--- config.mk ---
export PLATFORM = sky130hd
export DESIGN_NAME = regblk_top
export DESIGN_NICKNAME = d
export VERILOG_FILES = /design/src/design/regblk_pkg.sv /design/src/design/axil_adapter.sv /design/src/design/bus_decoder.sv /design/src/design/event_flag_register.sv /design/src/design/regblk_top.sv /design/src/design/rw_register.sv
export SDC_FILE = /design/constraint.sdc
export NUM_CORES = 1
export LEC_CHECK = 0
export ABC_AREA = 1
export BUFFER_PORTS_ARGS = -buffer_cell sky130_fd_sc_hd__buf_2
export CAP_MARGIN = 20
export CORE_ASPECT_RATIO = 0.7
export CORE_UTILIZATION = 40
export DETAILED_ROUTE_END_ITERATION = 6
export PLACE_DENSITY_LB_ADDON = 0.25
export SLEW_MARGIN = 5
export SYNTH_ARGS = -nofsm -noshare
export SYNTH_HDL_FRONTEND = slang
export SYNTH_HIERARCHICAL = 1
export SYNTH_SLANG_ARGS = --single-unit
--- constraint.sdc ---
create_clock -name i_clk -period 3.25 [get_ports i_clk]
set_clock_uncertainty 0.1 [all_clocks]
set_input_delay 0.4875 -clock i_clk [delete_from_list [all_inputs] [get_ports i_clk]]
set_output_delay 0.4875 -clock i_clk [all_outputs]
set_load 0.01 [all_outputs]
--- src/design/regblk_pkg.sv ---
package regblk_pkg;

  localparam int ADDR_W = 8;
  localparam int DATA_W = 32;

  typedef logic [ADDR_W-1:0]   addr_t;   // byte address
  typedef logic [DATA_W-1:0]   data_t;
  typedef logic [DATA_W/8-1:0] strb_t;   // one bit per byte lane
  typedef logic [1:0]          resp_t;

  localparam resp_t RESP_OKAY   = 2'b00;
  localparam resp_t RESP_SLVERR = 2'b10;

  // master to slave
  typedef struct packed {
    logic  awvalid;
    addr_t awaddr;
    logic  wvalid;
    data_t wdata;
    strb_t wstrb;
    logic  bready;
    logic  arvalid;
    addr_t araddr;
    logic  rready;
  } axil_req_t;

  // slave to master
  typedef struct packed {
    logic  awready;
    logic  wready;
    logic  bvalid;
    resp_t bresp;
    logic  arready;
    logic  rvalid;
    data_t rdata;
    resp_t rresp;
  } axil_rsp_t;

  typedef struct packed {
    addr_t address;
    logic  write;
    data_t write_data;
    strb_t strobe;
  } bus_req_t;

  typedef struct packed {
    data_t read_data;
    resp_t status;
  } bus_rsp_t;

  localparam addr_t REG_CTRL    = 8'h00;
  localparam addr_t REG_SCRATCH = 8'h04;
  localparam addr_t REG_STATUS  = 8'h08;   // read only
  localparam addr_t REG_EVENT   = 8'h0C;

  localparam int    NUM_REGS    = 4;
  localparam data_t CTRL_RESET  = 32'h0000_0001;

endpackage

--- src/design/axil_adapter.sv ---
`timescale 1ns/10ps

module axil_adapter
  import regblk_pkg::*;
#(
  parameter int ADDR_W      = regblk_pkg::ADDR_W,
  parameter int DATA_W      = regblk_pkg::DATA_W,
  parameter bit WRITE_FIRST = 1'b1
) (
  input  logic      i_clk,
  input  logic      i_rst_n,
  input  axil_req_t i_axil,
  output axil_rsp_t o_axil,
  output logic      o_bus_valid,
  output bus_req_t  o_bus_req,
  input  logic      i_bus_ready,
  input  bus_rsp_t  i_bus_rsp
);

  typedef enum logic [1:0] {
    ST_IDLE,
    ST_BUS_BUSY,
    ST_RESP_WAIT
  } state_e;

  localparam int STRB_W = DATA_W / 8;

  state_e            state;
  logic              write_sel;
  logic              read_sel;
  logic              req_valid;
  logic              bus_done;
  logic              rsp_taken;
  bus_req_t          live_req;
  logic [ADDR_W-1:0] addr_q;
  logic              write_q;
  logic [DATA_W-1:0] wdata_q;
  logic [STRB_W-1:0] strb_q;
  logic              bvalid_q;
  logic              rvalid_q;
  logic [DATA_W-1:0] rdata_q;
  resp_t             resp_q;

  // fixed priority between the write pair and the read address
  always_comb begin
    if (WRITE_FIRST) begin
      write_sel = i_axil.awvalid && i_axil.wvalid;
      read_sel  = i_axil.arvalid && !i_axil.wvalid;
    end else begin
      read_sel  = i_axil.arvalid;
      write_sel = i_axil.awvalid && i_axil.wvalid && !i_axil.arvalid;
    end
  end

  assign req_valid = (state == ST_IDLE) && (write_sel || read_sel);

  always_comb begin
    live_req.address    = write_sel ? i_axil.awaddr : i_axil.araddr;
    live_req.write      = write_sel;
    live_req.write_data = i_axil.wdata;
    live_req.strobe     = i_axil.wstrb;
  end

  // in idle the request goes straight out, later the held copy does
  assign o_bus_valid = req_valid || (state == ST_BUS_BUSY);

  always_comb begin
    if (state == ST_IDLE) begin
      o_bus_req = live_req;
    end else begin
      o_bus_req.address    = addr_q;
      o_bus_req.write      = write_q;
      o_bus_req.write_data = wdata_q;
      o_bus_req.strobe     = strb_q;
    end
  end

  always_ff @(posedge i_clk) begin
    if (req_valid) begin
      addr_q  <= live_req.address;
      write_q <= live_req.write;
      wdata_q <= live_req.write_data;
      strb_q  <= live_req.strobe;
    end
  end

  assign bus_done  = o_bus_valid && i_bus_ready;
  assign rsp_taken = (bvalid_q && i_axil.bready) || (rvalid_q && i_axil.rready);

  always_ff @(posedge i_clk or negedge i_rst_n) begin
    if (!i_rst_n) begin
      bvalid_q <= 1'b0;
      rvalid_q <= 1'b0;
    end else if (rsp_taken) begin
      bvalid_q <= 1'b0;
      rvalid_q <= 1'b0;
    end else if (bus_done) begin
      bvalid_q <= o_bus_req.write;
      rvalid_q <= !o_bus_req.write;
    end
  end

  always_ff @(posedge i_clk) begin
    if (bus_done) begin
      resp_q  <= i_bus_rsp.status;
      rdata_q <= i_bus_rsp.read_data;
    end
  end

  always_comb begin
    o_axil.awready = write_sel && (state == ST_IDLE); // aw and w accepted together
    o_axil.wready  = write_sel && (state == ST_IDLE);
    o_axil.arready = read_sel && (state == ST_IDLE);
    o_axil.bvalid  = bvalid_q;
    o_axil.bresp   = resp_q;
    o_axil.rvalid  = rvalid_q;
    o_axil.rdata   = rdata_q;
    o_axil.rresp   = resp_q;
  end

  always_ff @(posedge i_clk or negedge i_rst_n) begin
    if (!i_rst_n) begin
      state <= ST_IDLE;
    end else begin
      case (state)
        ST_IDLE: begin
          if (req_valid) begin
            state <= i_bus_ready ? ST_RESP_WAIT : ST_BUS_BUSY;
          end
        end
        ST_BUS_BUSY: begin
          if (i_bus_ready) begin
            state <= ST_RESP_WAIT;
          end
        end
        ST_RESP_WAIT: begin
          if (rsp_taken) begin
            state <= ST_IDLE;
          end
        end
        default: state <= ST_IDLE;
      endcase
    end
  end

endmodule

--- src/design/bus_decoder.sv ---
`timescale 1ns/10ps

module bus_decoder
  import regblk_pkg::*;
#(
  parameter int ADDR_W   = regblk_pkg::ADDR_W,
  parameter int DATA_W   = regblk_pkg::DATA_W,
  parameter int NUM_REGS = regblk_pkg::NUM_REGS
) (
  input  logic                i_bus_valid,
  input  bus_req_t            i_bus_req,
  output logic                o_bus_ready,
  output bus_rsp_t            o_bus_rsp,
  output logic [NUM_REGS-1:0] o_wr_en,
  output logic [NUM_REGS-1:0] o_rd_en,
  output data_t               o_wdata,
  output strb_t               o_wstrb,
  input  data_t               i_rdata [NUM_REGS]
);

  // slot order here sets the index of each register's strobe and read data
  localparam addr_t REG_MAP [NUM_REGS] = '{REG_CTRL, REG_SCRATCH, REG_STATUS, REG_EVENT};

  logic [NUM_REGS-1:0] hit;
  logic                ro_hit;
  logic                err;
  logic [DATA_W-1:0]   rdata_sel;

  // byte offset within the word is ignored
  always_comb begin
    hit = '0;
    for (int i = 0; i < NUM_REGS; i++) begin
      if (i_bus_req.address[ADDR_W-1:2] == REG_MAP[i][ADDR_W-1:2]) begin
        hit[i] = 1'b1;
      end
    end
  end

  assign ro_hit = (i_bus_req.address[ADDR_W-1:2] == REG_STATUS[ADDR_W-1:2]);
  assign err    = (hit == '0) || (i_bus_req.write && ro_hit);

  always_comb begin
    rdata_sel = '0;
    for (int i = 0; i < NUM_REGS; i++) begin
      if (hit[i]) begin
        rdata_sel = rdata_sel | i_rdata[i];
      end
    end
  end

  // every slot answers in the same cycle
  assign o_bus_ready = i_bus_valid;

  assign o_wr_en = (i_bus_valid && i_bus_req.write && !err) ? hit : '0;
  assign o_rd_en = (i_bus_valid && !i_bus_req.write && !err) ? hit : '0;
  assign o_wdata = i_bus_req.write_data;
  assign o_wstrb = i_bus_req.strobe;

  always_comb begin
    o_bus_rsp.read_data = err ? '0 : rdata_sel;
    o_bus_rsp.status    = err ? RESP_SLVERR : RESP_OKAY;
  end

endmodule

--- src/design/event_flag_register.sv ---
`timescale 1ns/10ps

module event_flag_register #(
  parameter int DATA_W = 32
) (
  input  logic                  i_clk,
  input  logic                  i_rst_n,
  input  logic [DATA_W-1:0]     i_event,
  input  logic                  i_wr_en,
  input  logic [DATA_W-1:0]     i_wdata,
  input  logic [DATA_W/8-1:0]   i_wstrb,
  output logic [DATA_W-1:0]     o_flags
);

  localparam int LANES = DATA_W / 8;

  logic [DATA_W-1:0] flags_q;
  logic [DATA_W-1:0] lane_mask;
  logic [DATA_W-1:0] clr;

  always_comb begin
    for (int b = 0; b < LANES; b++) begin
      lane_mask[b*8 +: 8] = {8{i_wstrb[b]}};
    end
  end

  // write one to clear, only in enabled lanes
  assign clr = i_wr_en ? (i_wdata & lane_mask) : '0;

  always_ff @(posedge i_clk or negedge i_rst_n) begin
    if (!i_rst_n) begin
      flags_q <= '0;
    end else begin
      flags_q <= (flags_q & ~clr) | i_event;  // a pulse beats a clear in the same cycle
    end
  end

  assign o_flags = flags_q;

endmodule

--- src/design/regblk_top.sv ---
`timescale 1ns/10ps

module regblk_top
  import regblk_pkg::*;
#(
  parameter int ADDR_W      = regblk_pkg::ADDR_W,
  parameter int DATA_W      = regblk_pkg::DATA_W,
  parameter bit WRITE_FIRST = 1'b1
) (
  input  logic      i_clk,
  input  logic      i_rst_n,
  input  axil_req_t i_axil,
  output axil_rsp_t o_axil,
  input  data_t     i_status,
  input  data_t     i_event,
  output data_t     o_ctrl,
  output data_t     o_event_flags
);

  logic                bus_valid;
  logic                bus_ready;
  bus_req_t            bus_req;
  bus_rsp_t            bus_rsp;
  logic [NUM_REGS-1:0] wr_en;
  data_t               wdata;
  strb_t               wstrb;
  data_t               scratch_value;
  data_t               rdata [NUM_REGS];

  // same slot order as the decoder's map
  assign rdata = '{o_ctrl, scratch_value, i_status, o_event_flags};

  axil_adapter #(
    .ADDR_W      (ADDR_W),
    .DATA_W      (DATA_W),
    .WRITE_FIRST (WRITE_FIRST)
  ) u_adapter (
    .i_clk       (i_clk),
    .i_rst_n     (i_rst_n),
    .i_axil      (i_axil),
    .o_axil      (o_axil),
    .o_bus_valid (bus_valid),
    .o_bus_req   (bus_req),
    .i_bus_ready (bus_ready),
    .i_bus_rsp   (bus_rsp)
  );

  bus_decoder #(
    .ADDR_W   (ADDR_W),
    .DATA_W   (DATA_W),
    .NUM_REGS (NUM_REGS)
  ) u_decoder (
    .i_bus_valid (bus_valid),
    .i_bus_req   (bus_req),
    .o_bus_ready (bus_ready),
    .o_bus_rsp   (bus_rsp),
    .o_wr_en     (wr_en),
    .o_rd_en     (),  // no register here has read side effects
    .o_wdata     (wdata),
    .o_wstrb     (wstrb),
    .i_rdata     (rdata)
  );

  rw_register #(
    .DATA_W      (DATA_W),
    .RESET_VALUE (CTRL_RESET)
  ) u_ctrl (
    .i_clk   (i_clk),
    .i_rst_n (i_rst_n),
    .i_wr_en (wr_en[0]),
    .i_wdata (wdata),
    .i_wstrb (wstrb),
    .o_value (o_ctrl)
  );

  rw_register #(
    .DATA_W      (DATA_W),
    .RESET_VALUE ('0)
  ) u_scratch (
    .i_clk   (i_clk),
    .i_rst_n (i_rst_n),
    .i_wr_en (wr_en[1]),
    .i_wdata (wdata),
    .i_wstrb (wstrb),
    .o_value (scratch_value)
  );

  // slot 2 is the read-only status word, so wr_en[2] never rises
  event_flag_register #(
    .DATA_W (DATA_W)
  ) u_event (
    .i_clk   (i_clk),
    .i_rst_n (i_rst_n),
    .i_event (i_event),
    .i_wr_en (wr_en[3]),
    .i_wdata (wdata),
    .i_wstrb (wstrb),
    .o_flags (o_event_flags)
  );

endmodule

--- src/design/rw_register.sv ---
`timescale 1ns/10ps

module rw_register #(
  parameter int                DATA_W      = 32,
  parameter logic [DATA_W-1:0] RESET_VALUE = '0
) (
  input  logic                  i_clk,
  input  logic                  i_rst_n,
  input  logic                  i_wr_en,
  input  logic [DATA_W-1:0]     i_wdata,
  input  logic [DATA_W/8-1:0]   i_wstrb,
  output logic [DATA_W-1:0]     o_value
);

  localparam int LANES = DATA_W / 8;

  logic [DATA_W-1:0] value_q;

  always_ff @(posedge i_clk or negedge i_rst_n) begin
    if (!i_rst_n) begin
      value_q <= RESET_VALUE;
    end else if (i_wr_en) begin
      for (int b = 0; b < LANES; b++) begin
        if (i_wstrb[b]) begin
          value_q[b*8 +: 8] <= i_wdata[b*8 +: 8]; // lanes without strobe keep their byte
        end
      end
    end
  end

  assign o_value = value_q;

endmodule

==> results <==
- The mean post-synth cell area is 8.43 sq um.
- The final count of negative-setup-slack endpoints is 0.
- The number of nets with antenna violations after routing is 0.
- Once layout is complete, the cells apart from fillers number 1,532.
- The run finished with clean final reports.
- The post-synthesis cell count is 1,077.
- Clock-pin slew was measured on the worst setup and hold paths at 0.07 ns.
- The critical path in this run is classified as reg -> reg.
- The number of max-slew violations in the final report is 0.
- The biggest cell delay along the critical path is 0.43 ns.
- The number of warnings reported in the yosys synthesis log is 6.
- The max-cap check violation count is 0.
- TritonCTS built the clock tree.
- In the global route stage, met1 resource usage came out at 0.323.
- The nature of the critical path startpoint is a register.
- The worst-skew pair later-pin latency is 0.43 ns.
- The maximum fanout encountered on the critical timing path is 18.
- The cell area after synthesis is 9080 sq um.
- The number of nets in the finished design is 1,359.
- At the worst endpoint, the arrival time is 3.15 ns.
- The post-synth net total is 1,200.
- The worst voltage drop across the vdd grid is 0.000361 V.
- The estimated wirelength of the detail-placed design is 17.9 mm.
- The highest clock frequency the design can meet is 340 MHz.
- For the final routed database, the setup TNS stands at 0 ns.
- In this run the count of I/O pins placed on the die edge is 228.
- The overall die area is 23,300 sq um.
- The area growth from synthesis to layout is 17.6%.
- Measured against its own limit, the worst slew margin works out to 0.407.
- The overall power is 7.59 mW.
- The number of H-tree branching levels is 4.
- After detailed placement, the design holds a cell count of 1,499.
- Post-CTS repair changed the size of 0 cells.
- In the global route stage, met3 resource usage came out at 0.0480.
- The placed cell area is 10,100 sq um.
- The commonest non-fill, non-tap cell in the layout is sky130_fd_sc_hd__nand2_1.
- Among all stages on the critical path, the largest delay is contributed by sky130_fd_sc_hd__dfrtp_1.
- The number of global-route vias before repair is 7,453.
- Of the available clock period, the critical path in the final layout requires 0.905.
- The chip width is 182 microns.
- Entering global routing, the biggest net connects 65 pins.
- The count of buffers added by post-CTS timing repair for setup is 0.
- The number of design rule violations left after detail routing is 0.
- Counting the fill cells in the layout gives 2,167.
- The ratio of cells with drive above 1 in the final layout is 0.253.
- At the end of routability-driven placement, the weighted congestion stood at 0.813.
- STA puts the critical path data required time at 3.46 ns.
- The total via count in the routed design is 7,974.
- Walking the worst path, the cells encountered are nor2_4 > nor2_1 > a31oi_1 > buf_4 > nor2_4 > nand3_1 > nand4_1 > nor2_4 > buf_4 > nand2_2 > nand2_1 > nand2_1.
- The hold violation count in the final report is 0.
- The first TritonRoute pass finished after 5 iterations.
- The number of core rows is 45.
- The slew at the pin with the worst max-slew slack is 0.888 ns.
- The first-pass GRT wire length is 40.3 mm.
- The region available for standard cell placement spans 22,000 sq um.
- The final cell area excluding filler cells is 10,700 sq um.
- For this run, global-route usage on met2 was measured as 0.341.
- Buffers inserted during clock tree synthesis total 17.
- The initial antenna violation count was 1.
- Leaving out fill and tap cells, the most frequent cells in the layout are 398 x sky130_fd_sc_hd__nand2_1, 222 x sky130_fd_sc_hd__buf_2, 131 x sky130_fd_sc_hd__nand4_1.
- The effective utilization at floorplan is 0.413.
- Among the stages of the critical path, the cell type that occurs most often is sky130_fd_sc_hd__nor2_4.
- The final critical path time including I/O delays and setup is 2.94 ns.
- The tree built by TritonCTS fans out to 177 sinks.
- Setup repair after global routing left no endpoint under its margin.
- The floorplan die height is 128 microns.
- The leftover overflow at the end of global routing is 0.
- The cell area power density is 711 nW/um^2.
- The initial DRC count is 670.
- The total of hold buffers inserted after clock tree synthesis is 0.
- The all-layer global routing usage is 0.223.
- The tightest min-delay check is of the in -> async type.
- In this run the most used layer during global routing was met2.
- Dividing the detail-routed via count by the number of cells gives 5.20.
- STA classifies the critical path endpoint as a register.
- The root buffer cell chosen for the clock tree is sky130_fd_sc_hd__clkbuf_16.
- For this design the static power due to leakage is 5.31 nW.
- The post-detailed-routing wire length is 25.4 mm.
- The number of buffers on the longest clock path is 2.
- The count of port buffers added during placement is 223.
- After detailed routing, the average wire length per cell comes to 16.6 microns.
[worst paths after layout]
kind / slack (ns) / depth (start not counted) / to / start
min in group i_clk: 0.13 / 3 / u_event/o_flags[4]$_DFF_PN0_ / i_event[4]
hold reg to reg: 0.37 / 2 / u_scratch/o_value[20]$_DFFE_PN0P_ / u_scratch/o_value[20]$_DFFE_PN0P_
setup reg to reg: 0.31 / 12 / u_ctrl/o_value[31]$_DFFE_PN0P_ / u_adapter/state[1]$_DFFE_PN0P_
max in group asynchronous: 2.30 / 2 / u_scratch/o_value[19]$_DFFE_PN0P_ / i_rst_n
hold / removal: 0.01 / 1 / u_adapter/bvalid_q$_DFFE_PN0P_ / i_rst_n
setup / recovery: 0.31 / 12 / u_ctrl/o_value[31]$_DFFE_PN0P_ / u_adapter/state[1]$_DFFE_PN0P_
[critical path, delay by kind of cell, from the launching register on]
| family | cells | cell delay, ns |
|---|---|---|
| AO/OA/AOI/OAI | 1 | 0.36 |
| flip-flops | 1 | 0.43 |
| buffers and inverters | 2 | 0.49 |
| AND/OR/NAND/NOR | 9 | 1.45 |
[report_power, final]
| group | switching, mW | internal [mW] | leakage, nW |
|---|---|---|---|
| Clock | 0.963 | 1.01 | 0.266 |
| Combinational | 2.19 | 0.675 | 3.14 |
| Sequential | 0.0859 | 2.67 | 1.91 |
| Total | 3.24 | 4.35 | 5.31 |
[state kept, by name, summed over array words and instances (netlist names)]
name                flops
u_adapter/rdata_q      32
u_adapter/wdata_q      32
u_ctrl/o_value         32
u_event/o_flags        32
u_scratch/o_value      32
u_adapter/addr_q        6
u_adapter/strb_q        4
u_adapter/resp_q        2
u_adapter/state         2
u_adapter/bvalid_q      1
u_adapter/rvalid_q      1
u_adapter/write_q       1
[final cells by class]
cell class	instances	area, sq um	share of cell area
flip-flops and latches	177	4820	0.451
multi-input cells	736	3350	0.314
repair buffers	260	1430	0.134
clock buffers	17	425	0.0399
well taps	282	353	0.0331
inverters	44	168	0.0157
clock inverters	15	125	0.0117
diodes	1	2.50	0.000234
[per-layer routing]
layer	part of all wire	routed length [microns]
met1	0.48	12300
met2	0.44	11100
met3	0.070	1770
met4	0.010	262
met5	0	0
[per-stage QoR]
| stage | worst slack, ns | util | hold slack (ns) |
|---|---|---|---|
| final | 0.309 | 0.486 | 0.00959 |
| after global routing | 0.0397 | 0.486 | 0.0467 |
| after CTS | 0.299 | 0.486 | 0.0230 |
| after detailed placement | 0.0302 | 0.461 | 0.358 |
| after global placement | 0.0400 | 0.461 | 0.354 |
| after floorplan | 0.745 | - | 0.0919 |
Note: power is estimated with default switching activity, not from simulation.
